===== src/uart_pkg.sv =====
package uart_pkg;

    localparam int m_width = 32;

    // rx ticks per serial bit
    localparam int rx_oversample = 8;

    typedef enum logic [1:0] {
        general_cfg  = 2'd0,
        tx_src_start = 2'd1,
        tx_src_stop  = 2'd2,
        rx_dst_start = 2'd3
    } reg_addr_e;

    typedef struct packed {
        logic [26:0] reserved_hi;
        logic        rx_overrun;
        logic        tx_done;
        logic        reserved_2;
        logic        tx_en;
        logic        rx_en;
    } general_cfg_t;

    // register write data seen as control bits or as a pointer by address
    typedef union packed {
        general_cfg_t         cfg;
        logic [m_width-1:0]   addr;
    } reg_word_u;

    typedef struct packed {
        logic               req;
        logic [m_width-1:0] addr;
    } mem_rd_t;

    typedef struct packed {
        logic               req;
        logic [m_width-1:0] addr;
        logic [7:0]         data;
    } mem_wr_t;

endpackage


===== src/baud_gen.sv =====
`timescale 1ns/100ps

module baud_gen #(
    parameter int CLK_FREQ  = 50_000_000,
    parameter int BAUD_RATE = 115_200
) (
    input  logic clk,
    input  logic rst,
    output logic tx_tick,
    output logic rx_tick
);
    import uart_pkg::*;

    localparam int tx_period = CLK_FREQ / BAUD_RATE;
    localparam int rx_period = CLK_FREQ / (BAUD_RATE * rx_oversample);
    localparam int cnt_w = $clog2(tx_period) + 1;

    wire [1:0] ticks;

    if (tx_period == 0 || rx_period == 0) begin : g_period_check
        $error("baud_gen: clock too slow for the requested baud rate");
    end

    // divider 0 makes bit ticks, divider 1 the oversample ticks
    for (genvar i = 0; i < 2; i++) begin : g_div
        localparam int period = (i == 0) ? tx_period : rx_period;

        logic [cnt_w-1:0] cnt;
        logic             tick;

        always_ff @(posedge clk) begin
            if (rst) begin
                cnt  <= '0;
                tick <= 1'b0;
            end else if (cnt == cnt_w'(period - 1)) begin
                cnt  <= '0;
                tick <= 1'b1;
            end else begin
                cnt  <= cnt + 1'b1;
                tick <= 1'b0;
            end
        end

        assign ticks[i] = tick;
    end

    assign tx_tick = ticks[0];
    assign rx_tick = ticks[1];

endmodule


===== src/tx_serializer.sv =====
`timescale 1ns/100ps

module tx_serializer (
    input  logic       clk,
    input  logic       rst,
    input  logic       tx_tick,
    input  logic       load,
    input  logic [7:0] data,
    output logic       busy,
    output logic       tx
);

    logic [9:0] shreg;
    logic [3:0] bit_cnt;

    // first bit goes out on the tick after load, busy ends one tick after the stop bit
    always_ff @(posedge clk) begin
        if (rst) begin
            busy    <= 1'b0;
            tx      <= 1'b1;
            bit_cnt <= '0;
        end else if (load) begin
            busy    <= 1'b1;
            bit_cnt <= '0;
        end else if (busy && tx_tick) begin
            if (bit_cnt == 4'd10) begin
                busy <= 1'b0;
            end else begin
                tx      <= shreg[0];
                bit_cnt <= bit_cnt + 1'b1;
            end
        end
    end

    // stop, data lsb first, start at the bottom
    always_ff @(posedge clk) begin
        if (load) begin
            shreg <= {1'b1, data, 1'b0};
        end else if (busy && tx_tick) begin
            shreg <= {1'b1, shreg[9:1]};
        end
    end

    a_no_load_busy: assert property (
        @(posedge clk) disable iff (rst)
        load |-> !busy
    );

endmodule


===== src/tx_manager.sv =====
`timescale 1ns/100ps

module tx_manager (
    input  logic                         clk,
    input  logic                         rst,
    input  logic                         tx_en,
    input  logic                         tx_ptr_rst,
    input  logic [uart_pkg::m_width-1:0] tx_src_start,
    input  logic [uart_pkg::m_width-1:0] tx_src_stop,
    input  logic                         tx_tick,
    input  logic [uart_pkg::m_width-1:0] tx_mem_data_in,
    input  logic                         tx_mem_ready,
    output uart_pkg::mem_rd_t            tx_mem,
    output logic                         tx_done,
    output logic                         tx
);
    import uart_pkg::*;

    typedef enum logic [1:0] {
        st_idle,
        st_fetch,
        st_send
    } state_e;

    state_e             state;
    logic [m_width-1:0] ptr;
    logic               ser_load;
    logic               ser_busy;

    // byte goes to the serializer on the data beat itself
    assign ser_load = (state == st_fetch) && tx_mem_ready;

    assign tx_mem = '{req: (state == st_fetch), addr: ptr};

    tx_serializer u_ser (
        .clk     (clk),
        .rst     (rst),
        .tx_tick (tx_tick),
        .load    (ser_load),
        .data    (tx_mem_data_in[7:0]),
        .busy    (ser_busy),
        .tx      (tx)
    );

    always_ff @(posedge clk) begin
        if (rst) begin
            state   <= st_idle;
            ptr     <= '0;
            tx_done <= 1'b0;
        end else begin
            if (tx_ptr_rst) begin
                ptr     <= tx_src_start;
                tx_done <= 1'b0;
            end else if (ser_load) begin
                ptr <= ptr + 1'b1;
            end

            case (state)
                st_idle: begin
                    // pointer is stale in the reload cycle
                    if (tx_en && !tx_ptr_rst) begin
                        if (ptr == tx_src_stop) begin
                            tx_done <= 1'b1;
                        end else begin
                            state <= st_fetch;
                        end
                    end
                end
                st_fetch: begin
                    if (tx_mem_ready) begin
                        state <= st_send;
                    end
                end
                st_send: begin
                    if (!ser_busy) begin
                        state <= st_idle;
                    end
                end
                default: state <= st_idle;
            endcase
        end
    end

    a_addr_hold: assert property (
        @(posedge clk) disable iff (rst)
        tx_mem.req && !tx_mem_ready |=> $stable(tx_mem.addr)
    );

endmodule


===== src/rx_deserializer.sv =====
`timescale 1ns/100ps

module rx_deserializer (
    input  logic       clk,
    input  logic       rst,
    input  logic       rx,
    input  logic       rx_tick,
    output logic [7:0] data,
    output logic       valid
);
    import uart_pkg::*;

    localparam int cnt_w = $clog2(rx_oversample);
    localparam logic [cnt_w-1:0] half_last = cnt_w'(rx_oversample / 2 - 1);
    localparam logic [cnt_w-1:0] bit_last = cnt_w'(rx_oversample - 1);

    typedef enum logic [1:0] {
        st_idle,
        st_start,
        st_data,
        st_stop
    } state_e;

    state_e           state;
    logic [1:0]       rx_sync;
    logic             rx_s;
    logic [cnt_w-1:0] tick_cnt;
    logic [2:0]       bit_cnt;

    assign rx_s = rx_sync[1];

    always_ff @(posedge clk) begin
        if (rst) begin
            rx_sync <= 2'b11;
        end else begin
            rx_sync <= {rx_sync[0], rx};
        end
    end

    always_ff @(posedge clk) begin
        if (rst) begin
            state    <= st_idle;
            tick_cnt <= '0;
            bit_cnt  <= '0;
            valid    <= 1'b0;
        end else begin
            valid <= 1'b0;
            if (rx_tick) begin
                tick_cnt <= tick_cnt + 1'b1;
                case (state)
                    st_idle: begin
                        tick_cnt <= '0;
                        if (!rx_s) state <= st_start;
                    end
                    st_start: begin
                        // still low at half a bit, otherwise a glitch
                        if (tick_cnt == half_last) begin
                            tick_cnt <= '0;
                            bit_cnt  <= '0;
                            state    <= rx_s ? st_idle : st_data;
                        end
                    end
                    st_data: begin
                        if (tick_cnt == bit_last) begin
                            tick_cnt <= '0;
                            bit_cnt  <= bit_cnt + 1'b1;
                            if (bit_cnt == 3'd7) state <= st_stop;
                        end
                    end
                    st_stop: begin
                        if (tick_cnt == bit_last) begin
                            valid <= rx_s;
                            state <= st_idle;
                        end
                    end
                endcase
            end
        end
    end

    // lsb arrives first
    always_ff @(posedge clk) begin
        if (rx_tick && state == st_data && tick_cnt == bit_last) begin
            data <= {rx_s, data[7:1]};
        end
    end

endmodule


===== src/rx_manager.sv =====
`timescale 1ns/100ps

module rx_manager (
    input  logic                         clk,
    input  logic                         rst,
    input  logic                         rx_en,
    input  logic                         rx_ptr_rst,
    input  logic [uart_pkg::m_width-1:0] rx_dst_start,
    input  logic                         overrun_clr,
    input  logic                         rx,
    input  logic                         rx_tick,
    input  logic                         rx_mem_ready,
    output uart_pkg::mem_wr_t            rx_mem,
    output logic                         rx_overrun
);
    import uart_pkg::*;

    logic [7:0]         rx_byte;
    logic               rx_valid;
    logic [m_width-1:0] ptr;
    logic               pending;
    logic [7:0]         wr_data;
    logic               wr_done;

    rx_deserializer u_deser (
        .clk     (clk),
        .rst     (rst),
        .rx      (rx),
        .rx_tick (rx_tick),
        .data    (rx_byte),
        .valid   (rx_valid)
    );

    assign wr_done = pending && rx_mem_ready;
    assign rx_mem  = '{req: pending, addr: ptr, data: wr_data};

    always_ff @(posedge clk) begin
        if (rst) begin
            pending    <= 1'b0;
            ptr        <= '0;
            rx_overrun <= 1'b0;
        end else begin
            if (overrun_clr) rx_overrun <= 1'b0;
            if (rx_ptr_rst) begin
                ptr <= rx_dst_start;
            end else if (wr_done) begin
                ptr <= ptr + 1'b1;
            end
            if (wr_done) pending <= 1'b0;
            // a byte landing on a busy slot is lost
            if (rx_valid && rx_en) begin
                if (pending) begin
                    rx_overrun <= 1'b1;
                end else begin
                    pending <= 1'b1;
                end
            end
        end
    end

    always_ff @(posedge clk) begin
        if (rx_valid && rx_en && !pending) begin
            wr_data <= rx_byte;
        end
    end

    a_write_hold: assert property (
        @(posedge clk) disable iff (rst)
        rx_mem.req && !rx_mem_ready |=> $stable(rx_mem)
    );

endmodule


===== src/uart_regs.sv =====
`timescale 1ns/100ps

module uart_regs (
    input  logic                         clk,
    input  logic                         rst,
    input  logic                         reg_req,
    input  logic                         reg_we,
    input  uart_pkg::reg_addr_e          reg_select,
    input  uart_pkg::reg_word_u          reg_data_in,
    output logic [uart_pkg::m_width-1:0] reg_data_out,
    output logic                         reg_ready,
    input  logic                         tx_done,
    input  logic                         rx_overrun,
    output logic                         tx_en,
    output logic                         rx_en,
    output logic [uart_pkg::m_width-1:0] tx_src_start,
    output logic [uart_pkg::m_width-1:0] tx_src_stop,
    output logic [uart_pkg::m_width-1:0] rx_dst_start,
    output logic                         tx_ptr_rst,
    output logic                         rx_ptr_rst,
    output logic                         overrun_clr
);
    import uart_pkg::*;

    general_cfg_t status;
    logic         wr;

    assign wr = reg_req && reg_we;
    assign overrun_clr = wr && (reg_select == general_cfg);

    always_comb begin
        status            = '0;
        status.rx_en      = rx_en;
        status.tx_en      = tx_en;
        status.tx_done    = tx_done;
        status.rx_overrun = rx_overrun;
    end

    always_ff @(posedge clk) begin
        if (rst) begin
            reg_ready    <= 1'b0;
            reg_data_out <= '0;
            tx_en        <= 1'b0;
            rx_en        <= 1'b0;
            tx_src_start <= '0;
            tx_src_stop  <= '0;
            rx_dst_start <= '0;
            tx_ptr_rst   <= 1'b0;
            rx_ptr_rst   <= 1'b0;
        end else begin
            reg_ready <= reg_req;
            // pointer reloads fire once the new start value is in place
            tx_ptr_rst <= wr && (reg_select == uart_pkg::tx_src_start);
            rx_ptr_rst <= wr && (reg_select == uart_pkg::rx_dst_start);
            if (reg_req) begin
                case (reg_select)
                    general_cfg: begin
                        reg_data_out <= status;
                        if (reg_we) begin
                            tx_en <= reg_data_in.cfg.tx_en;
                            rx_en <= reg_data_in.cfg.rx_en;
                        end
                    end
                    uart_pkg::tx_src_start: begin
                        reg_data_out <= tx_src_start;
                        if (reg_we) tx_src_start <= reg_data_in.addr;
                    end
                    uart_pkg::tx_src_stop: begin
                        reg_data_out <= tx_src_stop;
                        if (reg_we) tx_src_stop <= reg_data_in.addr;
                    end
                    uart_pkg::rx_dst_start: begin
                        reg_data_out <= rx_dst_start;
                        if (reg_we) rx_dst_start <= reg_data_in.addr;
                    end
                endcase
            end
        end
    end

    // one response cycle per single-cycle request
    a_ready_pulse: assert property (
        @(posedge clk) disable iff (rst)
        reg_ready |=> !reg_ready
    );

endmodule


===== src/uart_dma.sv =====
`timescale 1ns/100ps

module uart_dma #(
    parameter int CLK_FREQ  = 50_000_000,
    parameter int BAUD_RATE = 115_200
) (
    input  logic                         clk,
    input  logic                         rst,
    input  logic                         reg_req,
    input  logic                         reg_we,
    input  uart_pkg::reg_addr_e          reg_select,
    input  uart_pkg::reg_word_u          reg_data_in,
    output logic [uart_pkg::m_width-1:0] reg_data_out,
    output logic                         reg_ready,
    input  logic [uart_pkg::m_width-1:0] tx_mem_data_in,
    input  logic                         tx_mem_ready,
    output uart_pkg::mem_rd_t            tx_mem,
    input  logic                         rx_mem_ready,
    output uart_pkg::mem_wr_t            rx_mem,
    input  logic                         rx,
    output logic                         tx
);
    import uart_pkg::*;

    logic               tx_tick;
    logic               rx_tick;
    logic               tx_en;
    logic               rx_en;
    logic [m_width-1:0] tx_src_start;
    logic [m_width-1:0] tx_src_stop;
    logic [m_width-1:0] rx_dst_start;
    logic               tx_ptr_rst;
    logic               rx_ptr_rst;
    logic               overrun_clr;
    logic               tx_done;
    logic               rx_overrun;

    baud_gen #(
        .CLK_FREQ  (CLK_FREQ),
        .BAUD_RATE (BAUD_RATE)
    ) u_baud (
        .clk     (clk),
        .rst     (rst),
        .tx_tick (tx_tick),
        .rx_tick (rx_tick)
    );

    tx_manager u_tx (
        .clk            (clk),
        .rst            (rst),
        .tx_en          (tx_en),
        .tx_ptr_rst     (tx_ptr_rst),
        .tx_src_start   (tx_src_start),
        .tx_src_stop    (tx_src_stop),
        .tx_tick        (tx_tick),
        .tx_mem_data_in (tx_mem_data_in),
        .tx_mem_ready   (tx_mem_ready),
        .tx_mem         (tx_mem),
        .tx_done        (tx_done),
        .tx             (tx)
    );

    rx_manager u_rx (
        .clk          (clk),
        .rst          (rst),
        .rx_en        (rx_en),
        .rx_ptr_rst   (rx_ptr_rst),
        .rx_dst_start (rx_dst_start),
        .overrun_clr  (overrun_clr),
        .rx           (rx),
        .rx_tick      (rx_tick),
        .rx_mem_ready (rx_mem_ready),
        .rx_mem       (rx_mem),
        .rx_overrun   (rx_overrun)
    );

    uart_regs u_regs (
        .clk          (clk),
        .rst          (rst),
        .reg_req      (reg_req),
        .reg_we       (reg_we),
        .reg_select   (reg_select),
        .reg_data_in  (reg_data_in),
        .reg_data_out (reg_data_out),
        .reg_ready    (reg_ready),
        .tx_done      (tx_done),
        .rx_overrun   (rx_overrun),
        .tx_en        (tx_en),
        .rx_en        (rx_en),
        .tx_src_start (tx_src_start),
        .tx_src_stop  (tx_src_stop),
        .rx_dst_start (rx_dst_start),
        .tx_ptr_rst   (tx_ptr_rst),
        .rx_ptr_rst   (rx_ptr_rst),
        .overrun_clr  (overrun_clr)
    );

endmodule


===== config.mk =====
export PLATFORM = sky130hd
export DESIGN_NAME = uart_dma
export DESIGN_NICKNAME = d
export VERILOG_FILES = /design/src/uart_pkg.sv /design/src/baud_gen.sv /design/src/tx_serializer.sv /design/src/tx_manager.sv /design/src/rx_deserializer.sv /design/src/rx_manager.sv /design/src/uart_regs.sv /design/src/uart_dma.sv
export SDC_FILE = /design/constraint.sdc
export NUM_CORES = 1
export LEC_CHECK = 0
export ABC_AREA = 1
export BUFFER_PORTS_ARGS = -buffer_cell sky130_fd_sc_hd__buf_4
export CORE_ASPECT_RATIO = 0.6
export CORE_UTILIZATION = 52
export CTS_CLUSTER_DIAMETER = 100
export DETAILED_ROUTE_END_ITERATION = 10
export GPL_TIMING_DRIVEN = 0
export PLACE_DENSITY = 0.76
export SLEW_MARGIN = 20
export SYNTH_ARGS = -nofsm -noshare
export SYNTH_HDL_FRONTEND = slang
export SYNTH_SLANG_ARGS = --single-unit

===== constraint.sdc =====
create_clock -name clk -period 1.8 [get_ports clk]
set_clock_uncertainty 0.15 [all_clocks]
set_input_delay 0 -clock clk [delete_from_list [all_inputs] [get_ports clk]]
set_output_delay 0 -clock clk [all_outputs]
set_load 0.05 [all_outputs]

After elaboration in Yosys (flattened, before gate mapping):

Cells that the tools add are included.

* div/mod/pow operators: 0
* reductions and logical operators: 36
* $mul: 0
* add/sub/neg operators: 7
* bitwise logic cells: 5
* magnitude comparators: 0
* shift-type cells: 0
* mux-type cells: 40
* eq/ne operators: 24

Operator list (count)
* 2-to-1 mux 32 bit: 4
* one-hot mux 32 bit (4 select lines): 1
* adder 32 x 1 -> 32 bit (second input constant): 2
* == test 32 bit: 1
* adder 10 x 1 -> 10 bit (second input constant): 2
* 2-to-1 mux 2 bit: 10
* 2-to-1 mux 9 bit: 2
* != test 2 bit (second input constant): 8
* 2-to-1 mux 1 bit: 15
* AND reduction 3 bit: 5
* logical AND 1 bit: 12
* 2-to-1 mux 3 bit: 4
* == test 10 x 6 -> 1 bit (second input constant): 1
* == test 10 x 9 -> 1 bit (second input constant): 1
* == test 2 bit (second input constant): 5
* nonzero test 2 bit: 5
* one-hot mux 3 bit (3 select lines): 1
* one-hot mux 2 bit (4 select lines): 1
* AND reduction 4 bit: 2
* adder 3 x 1 -> 3 bit (second input constant): 2
* == test 2 x 1 -> 1 bit (second input constant): 3
* == test 3 bit (second input constant): 2
* zero test 2 bit: 3
* one-hot mux 2 bit (3 select lines): 1
* 11 further kinds: 19

* memory bits (writable): 0
* bits in registers: 266
* logic and storage cells: 143
* memory bits (read-only): 0
* memories: 0
* bits in latches: 0

Longest topological paths before layout:

Gate-level depths: netlist (run 1).

* depth in word-level cells: 5
* mapped depth: 12
* gate-level depth less buffers: 11

By module:

A second synthesis (run 1) with hierarchy kept.

* cells, all modules: 1906
* area total of the unflattened synthesis: 13445.4 µm²

Modules (own cells, without submodules)
* uart_regs: area each 5418.9 µm², seq. area each 2662.6 µm², cells an instance 750, times used 1
* tx_manager: area each 2874.0 µm², seq. area each 700.7 µm², cells an instance 485, times used 1
* rx_manager: area each 2613.8 µm², seq. area each 920.9 µm², cells an instance 387, times used 1
* baud_gen: area each 1021.0 µm², seq. area each 440.4 µm², cells an instance 124, times used 1
* rx_deserializer: area each 843.3 µm², seq. area each 460.4 µm², cells an instance 92, times used 1
* tx_serializer: area each 674.4 µm², seq. area each 380.4 µm², cells an instance 68, times used 1

Worst setup path after synthesis (run 1):

Ideal clock, no wire load.

* kind: register to register
* from: register u_rx.ptr[1]
* to: register u_rx.ptr[16]
* data required time: 1535 ps
* library setup time: 115 ps
* cell stages (with the launch flop): 11
* data arrival time: 1766 ps
* period minus slack after synthesis: 2031 ps
* buffers on the path: 0
* setup slack: -231 ps
* cells stage by stage: dfxtp_1 -> ha_1 -> nand2_1 -> nor2_1 -> nand2_1 -> nor3_1 -> nand3_1 -> nand2_1 -> nand2_1 -> o21ai_0 -> inv_1

* longest elaborated chain between the ends: 3

RTL lines
* start, declared: RTL line rx_manager.sv:20 `logic [m_width-1:0] ptr;`
* start signal, assigned: RTL line rx_manager.sv:45 `ptr <= rx_dst_start;`
* start signal, assigned: RTL line rx_manager.sv:47 `ptr <= ptr + 1'b1;`
* adder 32 x 1 -> 32 bit: RTL line rx_manager.sv:47
* 2-to-1 mux 32 bit: RTL line rx_manager.sv:46 `end else if (wr_done) begin`
* 2-to-1 mux 32 bit: RTL line rx_manager.sv:44 `if (rx_ptr_rst) begin`

No other way between the ends. The select of a mux whose other input is x is not followed.
A chain may end at the register's enable or synchronous reset.

Worst setup path after layout (run 1):

* from: register u_tx.ptr[2]
* to: register u_tx.ptr[25]

* longest elaborated chain between the ends: 3

RTL lines
* start, declared: RTL line tx_manager.sv:26 `logic [m_width-1:0] ptr;`
* start signal, assigned: RTL line tx_manager.sv:52 `ptr <= tx_src_start;`
* start signal, assigned: RTL line tx_manager.sv:55 `ptr <= ptr + 1'b1;`
* adder 32 x 1 -> 32 bit: RTL line tx_manager.sv:55
* 2-to-1 mux 32 bit: RTL line tx_manager.sv:54 `end else if (ser_load) begin`
* 2-to-1 mux 32 bit: RTL line tx_manager.sv:51 `if (tx_ptr_rst) begin`

No other way between the ends. The select of a mux whose other input is x is not followed.

==> metrics.txt, run 1 <==
worst slack, placed=-0.251 ns; placed insts=2258; layout cells sized above 1=20.0%; Mapped Area=12800 µm²; chip height=124 µm; TritonCTS clock tree=done; clock tree buffer depth=3; Avg Synthesized Cell Area=7.20 µm²; most common cell after layout, fill and taps aside=nand2_1; core region area=24200 µm²; vias in the first global route=12.1k; FP Rows=44; Post-DP Area=14400 µm²; Final Cycle Share=100%; Post-Layout Inst Area=16500 µm²; global-route wire length before repair=67.0 mm; DR vias=13.6k; DR iter-0 viols=1782; most frequent cells in the layout=409 x nand2_1, 194 x inv_1, 193 x dfxtp_1; status=finished with violations; IO buf count=153; #FFs+latches synth=266; die area=25400 µm²; routability cong.=0.988; Hold WS=0.0287 ns; # IOs=181; Starting Density=53.0%; crit path time final=1.80 ns; CP Data Required Time=2.08 ns; final core occ=67.9%; crit end category=register; vias per inst=5.70; nets=2131; # H-tree levels=1; Synth cell types=50; area grow syn2layout=28.1%; Leak=6.55 nW; cells after synthesis=1783; DRC=0; Final Non-Filler Cells=2385; maximum vdd drop=0.612 mV; latest clock arrival within the worst-skew pair=0.56 ns; Root Buffer=clkbuf_16; CP arrival=2.08 ns; Post-DP HPWL=34.2 mm; Ant. Diodes=0; CTS Sinks=266; initial antenna violation count=0; PnR worst setup slack=-0.000403 ns; failing checks=setup timing; Global Route Usage Sum=35.0%; critical path startpoint category=register; largest net degree at the start of global routing=15; PwrDens=783 nW/µm²; Final ANT Viol Nets=0; ys flop type=dfxtp_1; GR Overflow Total=0; fillers=2030; RSZ-0062 raised after global routing=true; Fin. Hold Viols=0; multi-input logic area=6440 µm²; Pins Over Slew Limit=0; max_slew headroom=31.3%; number of max-cap violations=0; die width=205 µm; kind of critical path=reg -> reg; wire length per cell=19.3 µm; crit path max fanout=7; EDFF count, synth=24; ys async rst share=0%; Pre-Repair DR Iteration Count=6; yosys warns=0; CTS Buf Count=25; Worst-path clk slew=0.07 ns; Sequential Area=5660 µm²; syn nets=1870; final wirelength=46.0 mm; worst slew pin tran=1.03 ns; HP Class=in -> reg; Max Freq=555 MHz; count of endpoints failing setup in the final report=1; Seq/Total Area, Yosys=43.3%
worst paths after layout:
check	slack [ns]	startpoint	end	cells past startpoint
min	0.03	rx	u_rx.u_deser.rx_sync[0]$_SDFF_PP1_	3
min reg2reg	0.26	u_rx.u_deser.rx_sync[0]$_SDFF_PP1_	u_rx.u_deser.rx_sync[1]$_SDFF_PP1_	1
max reg2reg	-0.0004	u_tx.ptr[2]$_SDFFE_PP0P_	u_tx.ptr[25]$_SDFFE_PP0P_	10
max	-0.0004	u_tx.ptr[2]$_SDFFE_PP0P_	u_tx.ptr[25]$_SDFFE_PP0P_	10
through the flow:
step / total power, mW / setup TNS [ns]
6_report: 12.9 / -0.000403
3_5_place_dp: 7.23 / -3.73
2_1_floorplan: 6.83 / -0.0164
5_1_grt: 13.2 / -0.463
3_3_place_gp: 7.21 / -1.85
4_1_cts: 12.8 / -0.00684
metal layers:
metal	track usage [%]	wire length, µm
met1	52.9	20600
met3	9.76	6080
met5	0	0
met4	6.85	770
met2	48.8	18500
critical path, cell delays in order, from the launching register on:
cell and delay [ns]:
dfxtp_2 0.34, buf_6 0.13, nand3_2 0.12, nor2_4 0.20
nand2_4 0.11, nor2_4 0.24, nand2_1 0.09, nand2_1 0.07
nand2_1 0.05, a21oi_1 0.12, nor2_1 0.05
synth_stat cells (3+ instances only):
master | number | area [µm²]
nand2_1 | 424 | 1590
dfxtp_1 | 242 | 4840
inv_1 | 200 | 751
nor2_1 | 199 | 747
a21oi_1 | 148 | 741
o21ai_0 | 138 | 691
nand3_1 | 76 | 380
clkbuf_1 | 44 | 165
o22ai_1 | 28 | 175
xnor2_1 | 27 | 236
edfxtp_1 | 24 | 721
xor2_1 | 24 | 210
buf_2 | 22 | 110
a31oi_1 | 21 | 131
o221ai_1 | 19 | 166
nor3_1 | 15 | 75.1
ha_1 | 14 | 175
nand4_1 | 11 | 68.8
nor2_4 | 11 | 124
nand2_2 | 10 | 62.6
inv_2 | 8 | 30.0
nor2_2 | 8 | 50.1
a22o_1 | 7 | 61.3
o211ai_1 | 7 | 52.6
buf_4 | 6 | 45.0
o2111ai_1 | 4 | 35.0
a22oi_1 | 3 | 22.5
and3_1 | 3 | 18.8
buf_6 | 3 | 33.8
nor3_4 | 3 | 48.8
nor3b_1 | 3 | 22.5
o21ai_2 | 3 | 26.3
or2_2 | 3 | 18.8
cell families (layout without fill, tap and decap cells):
family	after synthesis	count (layout)	share of synthesized area [%]
adders and majority gates	14	14	1.36
AOI/OAI and AO/OA	387	387	16.9
xor gates and xnor gates	51	51	3.48
DFF	266	266	43.3
buffers and inverters	288	568	9.02
and+or+nand+nor	777	777	25.9
registers in the layout, summed over array words and instances (netlist names), 9 cells and up, named ones only:
signal	cells
u_tx.ptr	32
u_regs.reg_data_out	32
u_regs.tx_src_start	32
u_regs.rx_dst_start	32
u_rx.ptr	32
u_regs.tx_src_stop	32
u_baud.g_div.cnt	20
u_tx.u_ser.shreg	9
area by class of cell:
type | count | share of cell area, %
well taps | 322 | 2.45
multi-input cells | 1229 | 39.1
plain buffers | 77 | 2.36
repair buffers | 234 | 11.6
clock buffers | 39 | 4.61
flip-flops and latches | 266 | 34.4
clock inverters | 7 | 0.540
inverters | 211 | 4.87
report_power, final:
group	switching, mW	internal [mW]
Sequential	0.0929	6.06
Clock	2.45	3.18
Combinational	0.711	0.376
Total	3.26	9.62
timing repair:
action / in CTS / in global routing
pin swaps: 4 / 20
gates resized for setup: 26 / 114
endpoints found under the hold margin: 148 / 0
setup endpoints to repair: 40 / 112
buffers inserted: 5 / 13
hold buffers: 63 / 0
Power figures use the tool's default switching activity.
==> inputs of run 2 (changes only) <==
--- a/config.mk
+++ b/config.mk
@@ -12,7 +12,9 @@
 export CTS_CLUSTER_DIAMETER = 100
 export DETAILED_ROUTE_END_ITERATION = 10
 export GPL_TIMING_DRIVEN = 0
+export HOLD_SLACK_MARGIN = 0.08
 export PLACE_DENSITY = 0.76
+export SKIP_LAST_GASP = 1
 export SLEW_MARGIN = 20
 export SYNTH_ARGS = -nofsm -noshare
 export SYNTH_HDL_FRONTEND = slang
==> metrics.txt, run 2 (synthesis results as in run 1) <==
critical path startpoint category=register; # H-tree levels=1 (unchanged); metal2 WL=18.7 mm (+0.77%); FP Rows=44 (unchanged); TritonCTS clock tree=done; CP Data Required Time=2.08 ns (about the same); Final Cycle Share=98.3% (-1.8 points); chip height=124 µm (unchanged); worst reg2reg setup slack=0.03 ns (+0.03 ns); vias in the first global route=12.1k (+0.21%); # IOs=181 (unchanged); maximum vdd drop=0.611 mV (about the same); status=completed; Starting Density=53.0% (unchanged); Post-DP HPWL=34.2 mm (unchanged); vias per inst=5.74 (+0.74%); PwrDens=778 nW/µm² (-0.63%); DR vias=13.8k (+1.3%); Root Buffer=clkbuf_16; core region area=24200 µm² (unchanged); Ant. Diodes=0 (unchanged); Leak=6.58 nW (+0.45%); global-route wire length before repair=67.2 mm (+0.35%); DRC=0 (unchanged); GR Overflow Total=0 (unchanged); Max Freq=565 MHz (+1.8%); Pins Over Slew Limit=0 (unchanged); Max Used Layer=met4; IO buf count=153 (unchanged); fillers=2011 (-0.94%); placed insts=2258 (unchanged); Worst-path clk slew=0.07 ns (about the same); crit path time final=1.77 ns (-0.0318 ns); crit end category=register; layout cells sized above 1=19.5% (-0.57 points); routed length on met1=20.8 mm (+0.94%); DR iter-0 viols=1709 (-4.1%); most frequent cells in the layout=411 x nand2_1, 197 x dfxtp_1, 194 x inv_1; initial antenna violation count=0 (unchanged); HP Class=in -> reg; final core occ=68.4% (+0.43 points); count of endpoints failing setup in the final report=0 (-1); die width=205 µm (unchanged); die area=25400 µm² (unchanged); crit path max fanout=7 (unchanged); met3 wire len=6.07 mm (-0.23%); largest net degree at the start of global routing=15 (unchanged); latest clock arrival within the worst-skew pair=0.56 ns (about the same); number of max-cap violations=0 (unchanged); wire length per cell=19.3 µm (about the same); nets=2145 (+0.66%); routability cong.=0.988 (unchanged); max_slew headroom=30.4% (-0.85 points); kind of critical path=reg -> reg; Global Route Usage Sum=35.1% (+0.13 points); CP arrival=2.04 ns (-0.04 ns); area grow syn2layout=28.9%; worst slew pin tran=1.04 ns (+0.0128 ns); CTS Sinks=266 (unchanged); RSZ-0062 raised after global routing=true; Pre-Repair DR Iteration Count=6 (unchanged); Fin. Hold Viols=0 (unchanged); final wirelength=46.3 mm (+0.62%); Final Non-Filler Cells=2399 (+0.59%); clock tree buffer depth=3 (unchanged); Final ANT Viol Nets=0 (unchanged); CTS Buf Count=25 (unchanged); TNS Setup=0 ns (+0.000403 ns); most common cell after layout, fill and taps aside=nand2_1
[run 2: cell count changes in the layout (fill, tap and decap cells not counted), sizes merged]
cell / before / now
buf: 202 / 203
dlygate4sd3: 62 / 76
dlymetal6s4s: 1 / 0
[run 2: repair_timing]
| item | in CTS | in global routing |
|---|---|---|
| resized for setup | 25 | 101 |
| pin swaps | 4 | 21 |
| hold endpoints to repair | 194 | 0 |
| setup endpoints to repair | 40 | 73 |
| setup buffers | 5 | 14 |
| cloned | 0 | 0 |
| hold buffers | 76 | 0 |
[run 2: critical path: stages, from the launching register on]
cell and delay, ns:
dfxtp_2 0.34, buf_6 0.12, nand3_2 0.11, nor2_4 0.19
nand2_4 0.11, nor2_4 0.23, nand2_1 0.09, nand2_1 0.07
nand2_1 0.05, a21oi_1 0.12, nor2_1 0.05
[run 2: stage by stage]
| stage | cell area (µm²) | power (mW) | setup WS (ns) | hold WS (ns) |
|---|---|---|---|---|
| global placement | 14400 | 7.21 | -0.132 | 0.0393 |
| CTS | 16200 | 12.8 | -0.0102 | 0.0853 |
| finish | 16600 | 12.9 | 0.0314 | 0.114 |
| global route | 16600 | 13.2 | -0.0595 | 0.111 |
| floorplan | 12900 | 6.83 | -0.0164 | -0.0462 |
| detailed placement | 14400 | 7.23 | -0.251 | 0.0429 |
[run 2: cell type report]
class | instances | area (µm²) | share of cell area (%)
clock buffer | 39 | 758 | 4.58
tap | 322 | 403 | 2.43
multi-input combinational | 1229 | 6410 | 38.7
clock inverter | 7 | 88.8 | 0.536
timing repair buffer | 248 | 2050 | 12.4
inverter | 211 | 802 | 4.84
sequential | 266 | 5650 | 34.1
buffer | 77 | 387 | 2.33
[run 2: routing by layer]
metal	up-vias	global-route usage [%]
met3	71	9.76
met4	0	6.57
met2	784	49.0
li1	6364	-
met1	6550	53.2
met5	-	0
[run 2: report_power, final]
| part | internal, mW | total, mW | switching (mW) |
|---|---|---|---|
| combinational | 0.390 | 1.11 | 0.717 |
| clock | 3.18 | 5.62 | 2.43 |
| sequential | 6.06 | 6.16 | 0.0927 |
| total | 9.64 | 12.9 | 3.24 |
[run 2: path summary, 6_finish.rpt]
path                                                    startpoint                                  to  cells past startpoint
worst min-delay path                                reg_data_in[0]           u_regs.rx_en$_SDFFE_PP0P_                      4
worst max-delay path                      u_tx.ptr[2]$_SDFFE_PP0P_           u_tx.ptr[25]$_SDFFE_PP0P_                     10
worst min register to register  u_rx.u_deser.rx_sync[0]$_SDFF_PP1_  u_rx.u_deser.rx_sync[1]$_SDFF_PP1_                      1
worst max register to register            u_tx.ptr[2]$_SDFFE_PP0P_           u_tx.ptr[25]$_SDFFE_PP0P_                     10
